<file path="src/hdl/gopigo_pkg.sv">
package gopigo_pkg;

  typedef logic [7:0]         spi_byte_t;  // one byte on the wire
  typedef logic signed [31:0] ticks_t;     // encoder count, two's complement

  // what a request asks the robot to do
  typedef enum logic [2:0] {
    get_ticks     = 3'd0,
    set_pwm       = 3'd1,
    set_dps_limit = 3'd2,
    set_dps       = 3'd3,
    set_led_eye   = 3'd4
  } cmd_kind_e;

  typedef enum logic {
    port_left  = 1'b0,
    port_right = 1'b1
  } port_e;

  typedef struct packed {
    cmd_kind_e   kind;
    port_e       port;     // ignored by dps limit, it covers both motors
    logic [23:0] payload;  // right aligned: pwm 8, dps 16, rgb 24 bits
  } cmd_req_t;

  localparam spi_byte_t gopigo_addr = 8'h08;  // first byte of every frame

  // message type bytes as the robot firmware numbers them
  localparam spi_byte_t msg_set_led       = 8'd6;
  localparam spi_byte_t msg_set_pwm       = 8'd10;
  localparam spi_byte_t msg_set_dps       = 8'd14;
  localparam spi_byte_t msg_set_dps_limit = 8'd15;
  localparam spi_byte_t msg_get_enc_left  = 8'd17;
  localparam spi_byte_t msg_get_enc_right = 8'd18;

  localparam spi_byte_t port_mask_left  = 8'h01;
  localparam spi_byte_t port_mask_right = 8'h02;

  localparam spi_byte_t led_eye_left  = 8'h02;
  localparam spi_byte_t led_eye_right = 8'h01;

  localparam spi_byte_t reply_marker = 8'hA5;  // slave puts it in byte 3 of a read

  // frame lengths in bytes, address and type included
  localparam logic [3:0] len_set_pwm       = 4'd4;
  localparam logic [3:0] len_set_dps       = 4'd5;
  localparam logic [3:0] len_set_dps_limit = 4'd6;
  localparam logic [3:0] len_set_led_eye   = 4'd6;
  localparam logic [3:0] len_get_ticks     = 4'd8;

  function automatic logic [3:0] frame_len(cmd_kind_e kind);
    case (kind)
      set_pwm:       frame_len = len_set_pwm;
      set_dps:       frame_len = len_set_dps;
      set_dps_limit: frame_len = len_set_dps_limit;
      set_led_eye:   frame_len = len_set_led_eye;
      default:       frame_len = len_get_ticks;
    endcase
  endfunction

endpackage
</file>
<file path="src/hdl/gopigo_spi_top.sv">
`timescale 1ns/10ps

module gopigo_spi_top import gopigo_pkg::*; #(
  parameter int clk_freq_mhz = 12,   // use the pll output frequency if there is one
  parameter int sclk_khz     = 500
) (
  input  logic        clk,
  input  logic        reset_i,
  input  spi_byte_t   motor_pwm_left_i,
  input  spi_byte_t   motor_pwm_right_i,
  input  logic [15:0] motor_dps_limit_i,
  input  logic [15:0] motor_dps_left_i,
  input  logic [15:0] motor_dps_right_i,
  input  logic [23:0] led_eye_left_rgb_i,
  input  logic [23:0] led_eye_right_rgb_i,
  input  logic        get_ticks_left_i,
  input  logic        get_ticks_right_i,
  output ticks_t      ticks_left_o,
  output ticks_t      ticks_right_o,
  output logic        ticks_left_rdy_o,
  output logic        ticks_right_rdy_o,
  output logic        ticks_err_o,
  output logic        sclk_o,
  output logic        mosi_o,
  output logic        spi_ss_n_o,
  input  logic        miso_i,
  output logic        rpi_running_o   // tells the robot board the host side is up
);

  cmd_req_t  req;        // watcher to sequencer
  logic      req_valid;
  logic      req_ready;
  logic      spi_start;  // sequencer to byte master
  spi_byte_t spi_tx;
  spi_byte_t spi_rx;
  logic      spi_busy;
  logic      spi_done;

  assign rpi_running_o = ~reset_i;

  cmd_watch u_cmd_watch (
    .clk                 (clk),
    .reset_i             (reset_i),
    .motor_pwm_left_i    (motor_pwm_left_i),
    .motor_pwm_right_i   (motor_pwm_right_i),
    .motor_dps_limit_i   (motor_dps_limit_i),
    .motor_dps_left_i    (motor_dps_left_i),
    .motor_dps_right_i   (motor_dps_right_i),
    .led_eye_left_rgb_i  (led_eye_left_rgb_i),
    .led_eye_right_rgb_i (led_eye_right_rgb_i),
    .get_ticks_left_i    (get_ticks_left_i),
    .get_ticks_right_i   (get_ticks_right_i),
    .req_o               (req),
    .req_valid_o         (req_valid),
    .req_ready_i         (req_ready)
  );

  frame_sequencer u_frame_sequencer (
    .clk               (clk),
    .reset_i           (reset_i),
    .req_i             (req),
    .req_valid_i       (req_valid),
    .req_ready_o       (req_ready),
    .spi_start_o       (spi_start),
    .spi_tx_o          (spi_tx),
    .spi_busy_i        (spi_busy),
    .spi_done_i        (spi_done),
    .spi_rx_i          (spi_rx),
    .spi_ss_n_o        (spi_ss_n_o),
    .ticks_left_o      (ticks_left_o),
    .ticks_right_o     (ticks_right_o),
    .ticks_left_rdy_o  (ticks_left_rdy_o),
    .ticks_right_rdy_o (ticks_right_rdy_o),
    .ticks_err_o       (ticks_err_o)
  );

  spi_byte_master #(
    .clk_freq_mhz (clk_freq_mhz),
    .sclk_khz     (sclk_khz)
  ) u_spi_byte_master (
    .clk     (clk),
    .reset_i (reset_i),
    .start_i (spi_start),
    .tx_i    (spi_tx),
    .rx_o    (spi_rx),
    .busy_o  (spi_busy),
    .done_o  (spi_done),
    .sclk_o  (sclk_o),
    .mosi_o  (mosi_o),
    .miso_i  (miso_i)
  );

endmodule

</file>
<file path="src/hdl/frame_sequencer.sv">
`timescale 1ns/10ps

module frame_sequencer import gopigo_pkg::*; (
  input  logic      clk,
  input  logic      reset_i,
  input  cmd_req_t  req_i,
  input  logic      req_valid_i,
  output logic      req_ready_o,
  output logic      spi_start_o,       // one cycle, only while master is idle
  output spi_byte_t spi_tx_o,
  input  logic      spi_busy_i,
  input  logic      spi_done_i,
  input  spi_byte_t spi_rx_i,
  output logic      spi_ss_n_o,        // active low, framed around the whole message
  output ticks_t    ticks_left_o,
  output ticks_t    ticks_right_o,
  output logic      ticks_left_rdy_o,
  output logic      ticks_right_rdy_o,
  output logic      ticks_err_o
);

  typedef enum logic [2:0] {
    st_idle,   // ready for a request
    st_setup,  // slave select just fell
    st_send,   // start the next byte once the master is free
    st_wait,   // byte in flight
    st_gap     // slave select high, master guard time
  } state_e;

  state_e      state_q;
  cmd_req_t    req_q;       // request being framed
  logic [2:0]  idx_q;       // byte index inside the frame
  logic        last_byte;
  logic        is_get;
  logic        accept;
  logic        marker_ok_q;
  logic [23:0] ticks_sh_q;  // upper three reply bytes, msb first
  ticks_t      ticks_new;
  spi_byte_t   msg_type;
  spi_byte_t   port_mask;

  assign req_ready_o = state_q == st_idle;
  assign accept      = req_valid_i & req_ready_o;
  assign spi_start_o = (state_q == st_send) & ~spi_busy_i;
  assign is_get      = req_q.kind == get_ticks;
  assign last_byte   = {1'b0, idx_q} == frame_len(req_q.kind) - 4'd1;
  assign ticks_new   = {ticks_sh_q, spi_rx_i};  // last byte goes straight in
  assign port_mask   = (req_q.port == port_right) ? port_mask_right : port_mask_left;

  always_comb begin
    case (req_q.kind)
      set_pwm:       msg_type = msg_set_pwm;
      set_dps_limit: msg_type = msg_set_dps_limit;
      set_dps:       msg_type = msg_set_dps;
      set_led_eye:   msg_type = msg_set_led;
      default:
        msg_type = (req_q.port == port_right) ? msg_get_enc_right : msg_get_enc_left;
    endcase
  end

  // byte on mosi for the current index
  always_comb begin
    spi_tx_o = 8'h00;  // gets clock out zeros after the type
    if (idx_q == 3'd0) begin
      spi_tx_o = gopigo_addr;
    end else if (idx_q == 3'd1) begin
      spi_tx_o = msg_type;
    end else begin
      case (req_q.kind)
        set_pwm: begin
          if (idx_q == 3'd2)
            spi_tx_o = port_mask;
          else
            spi_tx_o = req_q.payload[7:0];
        end
        set_dps: begin
          case (idx_q)
            3'd2:    spi_tx_o = port_mask;
            3'd3:    spi_tx_o = req_q.payload[15:8];
            default: spi_tx_o = req_q.payload[7:0];
          endcase
        end
        set_dps_limit: begin
          case (idx_q)
            3'd2:    spi_tx_o = port_mask_left | port_mask_right;  // both motors
            3'd3:    spi_tx_o = 8'h00;                           // power limit unused
            3'd4:    spi_tx_o = req_q.payload[15:8];
            default: spi_tx_o = req_q.payload[7:0];
          endcase
        end
        set_led_eye: begin
          case (idx_q)
            3'd2:    spi_tx_o = (req_q.port == port_right) ? led_eye_right : led_eye_left;
            3'd3:    spi_tx_o = req_q.payload[23:16];
            3'd4:    spi_tx_o = req_q.payload[15:8];
            default: spi_tx_o = req_q.payload[7:0];
          endcase
        end
        default: spi_tx_o = 8'h00;
      endcase
    end
  end

  always_ff @(posedge clk) begin
    if (accept)
      req_q <= req_i;
    if (state_q == st_wait && spi_done_i) begin
      if (idx_q == 3'd3)
        marker_ok_q <= spi_rx_i == reply_marker;
      ticks_sh_q <= {ticks_sh_q[15:0], spi_rx_i};  // extra early bytes fall off the top
    end
  end

  always_ff @(posedge clk) begin
    if (reset_i) begin
      state_q           <= st_idle;
      idx_q             <= 3'd0;
      spi_ss_n_o        <= 1'b1;
      ticks_left_o      <= '0;
      ticks_right_o     <= '0;
      ticks_left_rdy_o  <= 1'b0;
      ticks_right_rdy_o <= 1'b0;
      ticks_err_o       <= 1'b0;
    end else begin
      ticks_left_rdy_o  <= 1'b0;  // pulses
      ticks_right_rdy_o <= 1'b0;
      ticks_err_o       <= 1'b0;
      case (state_q)
        st_idle: begin
          if (accept) begin
            state_q    <= st_setup;
            spi_ss_n_o <= 1'b0;
            idx_q      <= 3'd0;
          end
        end
        st_setup: state_q <= st_send;
        st_send: begin
          if (!spi_busy_i)
            state_q <= st_wait;  // start went out this cycle
        end
        st_wait: begin
          if (spi_done_i) begin
            idx_q <= idx_q + 3'd1;
            if (!last_byte) begin
              state_q <= st_send;
            end else begin
              state_q    <= st_gap;
              spi_ss_n_o <= 1'b1;
              if (is_get && marker_ok_q) begin
                if (req_q.port == port_right) begin
                  ticks_right_o     <= ticks_new;
                  ticks_right_rdy_o <= 1'b1;
                end else begin
                  ticks_left_o     <= ticks_new;
                  ticks_left_rdy_o <= 1'b1;
                end
              end else if (is_get) begin
                ticks_err_o <= 1'b1;  // bad marker, outputs keep old value
              end
            end
          end
        end
        st_gap: begin
          if (!spi_busy_i)
            state_q <= st_idle;  // master guard time is the frame gap
        end
        default: state_q <= st_idle;
      endcase
    end
  end

endmodule

</file>
<file path="src/hdl/cmd_watch.sv">
`timescale 1ns/10ps

module cmd_watch import gopigo_pkg::*; (
  input  logic        clk,
  input  logic        reset_i,
  input  spi_byte_t   motor_pwm_left_i,     // two's complement -100..100
  input  spi_byte_t   motor_pwm_right_i,
  input  logic [15:0] motor_dps_limit_i,    // 0 means no limit for either motor
  input  logic [15:0] motor_dps_left_i,
  input  logic [15:0] motor_dps_right_i,
  input  logic [23:0] led_eye_left_rgb_i,   // r[23:16] g[15:8] b[7:0]
  input  logic [23:0] led_eye_right_rgb_i,
  input  logic        get_ticks_left_i,     // one cycle pulse
  input  logic        get_ticks_right_i,
  output cmd_req_t    req_o,
  output logic        req_valid_o,
  input  logic        req_ready_i
);

  localparam int num_set = 7;            // pwm l/r, dps limit, dps l/r, eye l/r
  localparam int num_cmd = num_set + 2;  // plus the two gets in front

  logic [23:0]        port_val [num_set];  // set inputs widened to 24 bits in priority order
  logic [23:0]        shadow_q [num_set];  // inputs one cycle late
  logic [23:0]        sent_q   [num_set];  // value carried by the last accepted frame
  logic [num_cmd-1:0] pend_q;              // bit 0 get left ... bit 8 eye right
  logic [num_cmd-1:0] acc_vec;             // one hot of the accepted command
  logic [3:0]         sel;
  logic               accept;

  assign port_val[0] = {16'h0000, motor_pwm_left_i};
  assign port_val[1] = {16'h0000, motor_pwm_right_i};
  assign port_val[2] = {8'h00, motor_dps_limit_i};
  assign port_val[3] = {8'h00, motor_dps_left_i};
  assign port_val[4] = {8'h00, motor_dps_right_i};
  assign port_val[5] = led_eye_left_rgb_i;
  assign port_val[6] = led_eye_right_rgb_i;

  assign accept  = req_valid_o & req_ready_i;
  assign acc_vec = accept ? (num_cmd'(1) << sel) : '0;

  always_ff @(posedge clk) begin
    for (int j = 0; j < num_set; j++) begin
      shadow_q[j] <= port_val[j];
      if (acc_vec[j+2])
        sent_q[j] <= shadow_q[j];  // what the frame carries
    end
  end

  always_ff @(posedge clk) begin
    if (reset_i) begin
      pend_q <= {{num_set{1'b1}}, 2'b00};  // push every set value once after reset
    end else begin
      // gets merge while pending and a pulse on the accept cycle starts a new one
      pend_q[0] <= (pend_q[0] & ~acc_vec[0]) | get_ticks_left_i;
      pend_q[1] <= (pend_q[1] & ~acc_vec[1]) | get_ticks_right_i;
      for (int j = 0; j < num_set; j++) begin
        if (acc_vec[j+2])
          pend_q[j+2] <= port_val[j] != shadow_q[j];  // changed again while accepted
        else
          pend_q[j+2] <= pend_q[j+2] | (port_val[j] != sent_q[j]);
      end
    end
  end

  // lowest index wins
  always_comb begin
    sel = 4'd0;
    for (int i = num_cmd - 1; i >= 0; i--) begin
      if (pend_q[i])
        sel = 4'(i);
    end
  end

  assign req_valid_o = |pend_q;

  always_comb begin
    req_o = '0;  // gets carry no payload
    case (sel)
      4'd0, 4'd1: req_o.kind = get_ticks;
      4'd2, 4'd3: req_o.kind = set_pwm;
      4'd4:       req_o.kind = set_dps_limit;
      4'd5, 4'd6: req_o.kind = set_dps;
      default:    req_o.kind = set_led_eye;
    endcase
    case (sel)
      4'd1, 4'd3, 4'd6, 4'd8: req_o.port = port_right;
      default:                req_o.port = port_left;
    endcase
    if (sel >= 4'd2)
      req_o.payload = shadow_q[3'(sel - 4'd2)];  // latest seen value
  end

endmodule

</file>
<file path="src/hdl/spi_byte_master.sv">
`timescale 1ns/10ps

module spi_byte_master import gopigo_pkg::*; #(
  parameter int clk_freq_mhz = 12,   // integer, rounded
  parameter int sclk_khz     = 500
) (
  input  logic      clk,
  input  logic      reset_i,
  input  logic      start_i,   // one cycle with tx_i
  input  spi_byte_t tx_i,
  output spi_byte_t rx_o,      // valid with done_o
  output logic      busy_o,
  output logic      done_o,
  output logic      sclk_o,    // mode 0, idles low
  output logic      mosi_o,
  input  logic      miso_i
);

  // clock cycles per sclk half period, rounded to nearest
  localparam int half_cnt     = (clk_freq_mhz * 1000 + sclk_khz) / (2 * sclk_khz);
  localparam int div_w        = (half_cnt > 1) ? $clog2(half_cnt) : 1;
  localparam int guard_halves = 2;  // sclk idle time after each byte

  typedef enum logic [1:0] {
    st_idle,
    st_shift,
    st_guard
  } state_e;

  state_e           state_q;
  logic [div_w-1:0] div_q;
  logic [3:0]       half_q;   // half periods done in this phase
  logic             tick;     // end of a half period
  logic             sclk_q;
  logic             done_q;
  spi_byte_t        tx_sh_q;
  spi_byte_t        rx_sh_q;

  assign tick   = div_q == div_w'(half_cnt - 1);
  assign busy_o = state_q != st_idle;
  assign done_o = done_q;
  assign sclk_o = sclk_q;
  assign mosi_o = tx_sh_q[7];  // msb first
  assign rx_o   = rx_sh_q;

  always_ff @(posedge clk) begin
    if (reset_i) begin
      state_q <= st_idle;
      div_q   <= '0;
      half_q  <= 4'd0;
      sclk_q  <= 1'b0;
      done_q  <= 1'b0;
    end else begin
      done_q <= 1'b0;
      // divider restarts with each byte so the first half period is full
      if (tick || state_q == st_idle)
        div_q <= '0;
      else
        div_q <= div_q + 1'b1;
      case (state_q)
        st_idle: begin
          if (start_i) begin
            state_q <= st_shift;
            half_q  <= 4'd0;
          end
        end
        st_shift: begin
          if (tick) begin
            sclk_q <= ~sclk_q;
            half_q <= half_q + 4'd1;
            if (half_q == 4'd15) begin  // 16th edge brings sclk back low
              state_q <= st_guard;
              half_q  <= 4'd0;
              done_q  <= 1'b1;
            end
          end
        end
        st_guard: begin
          if (tick) begin
            half_q <= half_q + 4'd1;
            if (half_q == 4'(guard_halves - 1))
              state_q <= st_idle;
          end
        end
        default: state_q <= st_idle;
      endcase
    end
  end

  always_ff @(posedge clk) begin
    if (state_q == st_idle && start_i) begin
      tx_sh_q <= tx_i;  // bit 7 on mosi before the first rising edge
    end else if (state_q == st_shift && tick) begin
      if (!sclk_q)
        rx_sh_q <= {rx_sh_q[6:0], miso_i};  // rising edge samples
      else
        tx_sh_q <= {tx_sh_q[6:0], 1'b0};    // falling edge moves to next bit
    end
  end

endmodule

</file>
<file path="config.mk">
export PLATFORM = sky130hd
export DESIGN_NAME = gopigo_spi_top
export DESIGN_NICKNAME = d
export VERILOG_FILES = /design/src/hdl/gopigo_pkg.sv /design/src/hdl/gopigo_spi_top.sv /design/src/hdl/frame_sequencer.sv /design/src/hdl/cmd_watch.sv /design/src/hdl/spi_byte_master.sv
export SDC_FILE = /design/constraint.sdc
export NUM_CORES = 1
export LEC_CHECK = 0
export ABC_AREA = 1
export BUFFER_PORTS_ARGS = -buffer_cell sky130_fd_sc_hd__buf_2
export CAP_MARGIN = 20
export CORE_MARGIN = 3
export CORE_UTILIZATION = 40
export DETAILED_ROUTE_END_ITERATION = 10
export PLACE_DENSITY = 0.65
export SETUP_SLACK_MARGIN = 0.5
export SYNTH_ARGS = -nofsm -noshare
export SYNTH_HDL_FRONTEND = slang
export SYNTH_SLANG_ARGS = --single-unit
</file>
<file path="constraint.sdc">
create_clock -name clk -period 5.85 [get_ports clk]
set_input_delay 0.585 -clock clk [delete_from_list [all_inputs] [get_ports clk]]
set_output_delay 0.585 -clock clk [all_outputs]
set_load 0.005 [all_outputs]
</file>
Word-level counts from Yosys, hierarchy flattened
Memory sizes are Yosys's and may differ from the RTL's. A register that Yosys moved wholly into a read port is not among the register bits.
Index checks and enable logic that the tools add are counted.
Word-level totals
  bits in registers: 140
  memory bits (writable): 336
  bits of input ports: 117
  output and inout bits: 71
  word-level logic and storage cells: 218
  memories: 2
Memories
  u_cmd_watch.sent_q: depth 7, width 24, rd ports 7, clocked after memory_dff 0, wr ports 7, line cmd_watch.sv:25  | logic [23:0] sent_q [num_set];
  u_cmd_watch.shadow_q: depth 7, width 24, rd ports 8, clocked after memory_dff 1, wr ports 7, line cmd_watch.sv:24  | logic [23:0] shadow_q [num_set];
Cells by class
  $add $sub $neg: 5
  $lt $le $gt $ge: 1
  equality and inequality tests: 50
  shift operators: 1
  mux-type cells: 76
  bitwise logic cells: 26
  reduce and logical (&&, ||, !) cells: 37
Operator list (number)
  $ne A16 B24 Y1: 6
  $ne A24 B24 Y1: 4
  $ne A8 B24 Y1: 4
  $pmux W8 S4: 2
  $mux W4: 13
  $mux W8: 6
  $pmux W8 S3: 2
  $mux W1: 29
  $pmux W4 S3: 2
  $mux W3: 7
  $eq A3 B2 Y1 const B: 6
  $mux W2: 8
  $pmux W8 S2: 1
  $pmux W3 S5: 1
  $reduce_and A5 Y1: 3
  $ne A2 B1 Y1 const B: 7
  $not A1 Y1: 13
  $eq A4 B3 Y1 const B: 3
  $eq A4 B4 Y1 const B: 3
  $pmux W3 S4: 1
  $reduce_and A4 Y1: 3
  $reduce_or A2 Y1: 5
  $reduce_or A5 Y1: 2
  $eq A3 B1 Y1 const B: 3
  33 further kinds: 62

Longest topological paths before layout
  depth after elaboration: 14
  gate-level depth with buffers: 14
  gate-level depth less buffers: 13

By module
From an unflattened synthesis, not the netlist that was laid out.
Unflattened totals
  cells, all modules: 1951
  area, all modules: 17221.5 um2
Modules (own cells, without submodules)
  cmd_watch: instances 1, cells an instance 1109, area an instance 10418.7 um2, sequential area each 5785.5 um2
  frame_sequencer: instances 1, cells an instance 699, area an instance 5517.8 um2, sequential area each 3072.9 um2
  spi_byte_master: instances 1, cells an instance 142, area an instance 1281.2 um2, sequential area each 720.7 um2
  gopigo_spi_top: instances 1, cells an instance 1, area an instance 3.8 um2, sequential area each 0.0 um2

Worst setup path after synthesis
No wires, ideal clock.
  kind: flip-flop to flip-flop
  from: reg u_cmd_watch.pend_q[6]
  to: mem u_cmd_watch.sent_q[3][0] (enable)
  library setup time: 0.409 ns
  data arrival time: 2.346 ns
  data required time: 5.441 ns
  path slack: 3.095 ns
  cell stages (with the launch flop): 12
  path buffers: 0
  period minus slack after synthesis: 2.755 ns
  cell sequence: dfxtp_1 inv_1 nand2_1 nand2_1 nand2_1 nand2_2 nand2_1 nand2_2 nand2_1 nor2_1 inv_1 nor3_1
RTL lines
  from (decl): line cmd_watch.sv:26  | logic [num_cmd-1:0] pend_q;
  from (signal assigned): line cmd_watch.sv:52  | pend_q <= {{num_set{1'b1}}, 2'b00};
  from (signal, indexed assignment): line cmd_watch.sv:59  | pend_q[j+2] <= port_val[j] != shadow_q[j];
  from (signal, indexed assignment): line cmd_watch.sv:61  | pend_q[j+2] <= pend_q[j+2] | (port_val[j] != sent_q[j]);
  to (decl): line cmd_watch.sv:25

==> flow_summary.json <==
{
  "power_frac_comb_pct": 16.5,
  "antenna_left": 0,
  "clock_skew_ns": 0.0291,
  "yosysTopAreaCellShare_pct": 32.3,
  "clk_latency_ns": 0.56,
  "p_leak_nw": 8.29,
  "synth_common_cells": "354 x nand2_1, 291 x inv_1, 207 x dfxtp_1, 181 x edfxtp_1, 171 x nor2_1",
  "dieArea_mm2": 0.0446,
  "cts_tree": "built",
  "fill_cells": 3870,
  "placed_cell_area_mm2": 0.0183,
  "net-switching-power_mw": 1.95,
  "synthSimpleGateAreaFrac_pct": 19.6,
  "fin_ws_ns": 2.52,
  "final_cells": 2606,
  "nNetsFinal": 2173,
  "synth_cell_type_count": 43,
  "drt_iter0_drc": 923,
  "synth_area_mm2": 0.0168,
  "synth_area_leader_cell": "edfxtp_1",
  "fin_tns_setup_ns": 0,
  "grt_pass1_vias": 12300,
  "max-vdd-ir-drop_mv": 0.221,
  "drt_drc_violations_left": 0,
  "track_usage_pct": 18.4,
  "hp-class": "in2reg",
  "cp_top_family": "simple AND/OR/NAND/NOR gates",
  "synth_most_common_cell": "nand2_1",
  "cts_max_level": 2,
  "crit_path_frequent_cell": "nand2_1",
  "fin_crit_ns": 3.33,
  "pre_cts_ws_ns": 2.58,
  "crit_buf_inv": 3,
  "crit_arrival_ns": 3.58,
  "regArea_mm2": 0.00958,
  "worst_slew_pin_slew_ns": 1.02,
  "synth_compound_area_share_pct": 6.37,
  "synth_area_per_cell_um2": 9.14,
  "crit_required_ns": 6.10,
  "cp_cell_sequence": "inv_1 > nand2_1 > nand2_1 > nand2_2 > nand2_1 > nand2_2 > nand2_1 > nor2_1 > inv_1 > nor3_2 > buf_6",
  "async_flop_share_pct": 0,
  "yosys_warnings": 0,
  "cts-root-buf": "clkbuf_16",
  "cts_max_path_buffers": 3,
  "post-cts-setup-buffers": 0,
  "synth_seq_cells": 388,
  "end_kind": "register",
  "dpl.cell_count": 2528,
  "grt_pass1_wl_um": 64600,
  "fp.dieH_um": 211,
  "cts.sinks": 388,
  "seq_area_frac_synth_pct": 56.9,
  "cts_resized": 0,
  "vias": 12700,
  "p_int_mw": 4.89,
  "place_congestion": 0.887,
  "path_max_fanout": 20,
  "synthMuxAreaShare_pct": 0,
  "die_w_um": 211,
  "rows": 74,
  "wl_um": 41500,
  "antenna_found_initial": 2,
  "synth_fa_ha_area_share_pct": 0.965,
  "hpwl_um": 30800,
  "firstDrtPassIters": 5,
  "slowest_delay_ns": 0.46,
  "clock_power_share_pct": 36.5,
  "final_core_util_pct": 47.6,
  "cts_hold_buf": 0,
  "synth_nets": 1973,
  "portBuffers": 187,
  "grt_max_degree": 81,
  "drive_above_1_share_pct": 14.2,
  "max_freq_mhz": 301,
  "synth_xor_area_share_pct": 8.21,
  "clk_pin_slew_worst_paths_ns": 0.06,
  "cp-start-kind": "register",
  "core_area_mm2": 0.0412,
  "hold_viol_final": 0,
  "cp_slowest_cell": "nand2_2",
  "swShare_pct": 28.5,
  "routedWlPerCell_um": 15.9,
  "critical_path_class": "reg2reg",
  "period_share_pct": 56.9,
  "grt_remaining_overflow": 0,
  "synth_top_family_by_area": "simple AND/OR/NAND/NOR gates",
  "multi_input_area_mm2": 0.00593,
  "synth-edff-count": 181,
  "synth_area_leaders": "edfxtp_1 32%, dfxtp_1 25%, nand2_1 7.9%",
  "p_per_area_mw_per_mm2": 349,
  "max_slew_margin_pct": 31.8,
  "num_io_pins": 188,
  "outcome": "finished, final reports clean",
  "cts_made_buffers": 41,
  "diodes": 0,
  "initial_core_util_pct": 40.9,
  "syn_inst": 1843,
  "synth_ff_type": "dfxtp_1",
  "setup_viol_count_final": 0,
  "grt_setup_unrepaired": "no",
  "maxSlewViolCount": 0,
  "max_cap_violations": 0,
  "area.growth.synth_to_final_pct": 16.3,
  "p_seq_share_pct": 47.0,
  "final_area_mm2": 0.0196,
  "routed_via_density": 4.86
}
## power by group through the flow
stage | logic, mW | clock network, mW | registers (mW)
2_1_floorplan | 0.805 | 0 | 3.22
3_3_place_gp | 1.09 | 0 | 3.27
3_5_place_dp | 1.12 | 0 | 3.27
4_1_cts | 1.12 | 2.56 | 3.22
5_1_grt | 1.28 | 2.67 | 3.24
6_report | 1.13 | 2.49 | 3.22
## layout make-up
class                           count  area share (%)
Clock buffer                       56            5.94
Clock inverter                     18           0.619
Inverter                          295            5.65
Multi-Input combinational cell   1121            30.2
Sequential cell                   388            48.9
Tap cell                          532            3.40
Timing Repair Buffer              196            5.27
## layout by cell type (no fill, tap or decap), drive strengths merged, types with 8 or more instances in the layout
cell and count:
nand3 118, buf 195, nand2 360, nor3 18
o22ai 17, clkinv 17, nor2 177, inv 294
o21ai 102, edfxtp 181, xnor2 123, dfxtp 207
clkbuf 57, or2 13, xor2 35, a21oi 56
ha 13, nand4 58, a31oi 8
## per-stage QoR
step	power (mW)	hold slack (ns)
6_report	6.84	0.150
4_1_cts	6.90	0.116
2_1_floorplan	4.03	0.418
3_3_place_gp	4.36	0.430
5_1_grt	7.18	0.133
3_5_place_dp	4.39	0.450
## sequential cells by signal, indices dropped and copies added, names as in the netlist
signal	count
u_frame_sequencer.ticks_right_rdy_o	1
u_frame_sequencer.ticks_left_o	32
u_spi_byte_master.sclk_o	1
u_frame_sequencer.req_q	28
u_spi_byte_master.tx_sh_q	8
u_spi_byte_master.state_q	2
u_cmd_watch.shadow_q	112
u_spi_byte_master.rx_o	8
u_frame_sequencer.idx_q	3
u_frame_sequencer.ticks_right_o	32
u_spi_byte_master.done_o	1
u_frame_sequencer.marker_ok_q	1
u_frame_sequencer.ticks_err_o	1
u_frame_sequencer.state_q	3
u_cmd_watch.pend_q	9
u_spi_byte_master.half_q	4
u_frame_sequencer.ticks_left_rdy_o	1
u_cmd_watch.sent_q	112
u_spi_byte_master.div_q	4
u_frame_sequencer.spi_ss_n_o	1
u_frame_sequencer.ticks_sh_q	24
## per-layer routing
layer | global-route usage (%) | vias to the layer above | wire (um)
li1 | - | 6376 | -
met1 | 24.8 | 5846 | 18700
met2 | 30.3 | 365 | 19500
met3 | 3.10 | 69 | 2240
met4 | 6.14 | 4 | 1100
met5 | 0 | - | 20
## logic make-up (layout without fill, tap and decap cells)
family	count (synthesis)	in the layout
DFF	388	388
AOI/OAI and AO/OA	196	196
and+or+nand+nor	754	754
adders and majority gates	13	13
buffers and inverters	334	565
xor gates and xnor gates	158	158
## final timing paths
check / from / endpoint / slack (ns) / cells after the start
worst max-delay path: u_cmd_watch.pend_q[5]$_SDFF_PP1_ / u_cmd_watch.sent_q[3][3]$_DFFE_PP_ / 2.52 / 11
worst min register to register: u_spi_byte_master.div_q[0]$_SDFF_PP0_ / u_spi_byte_master.div_q[0]$_SDFF_PP0_ / 0.45 / 1
worst max register to register: u_cmd_watch.pend_q[5]$_SDFF_PP1_ / u_cmd_watch.sent_q[3][3]$_DFFE_PP_ / 2.52 / 11
worst min-delay path: led_eye_left_rgb_i[19] / u_cmd_watch.shadow_q[5][19]$_DFF_P_ / 0.15 / 1
No activity file was read; power rests on OpenSTA's default activity.
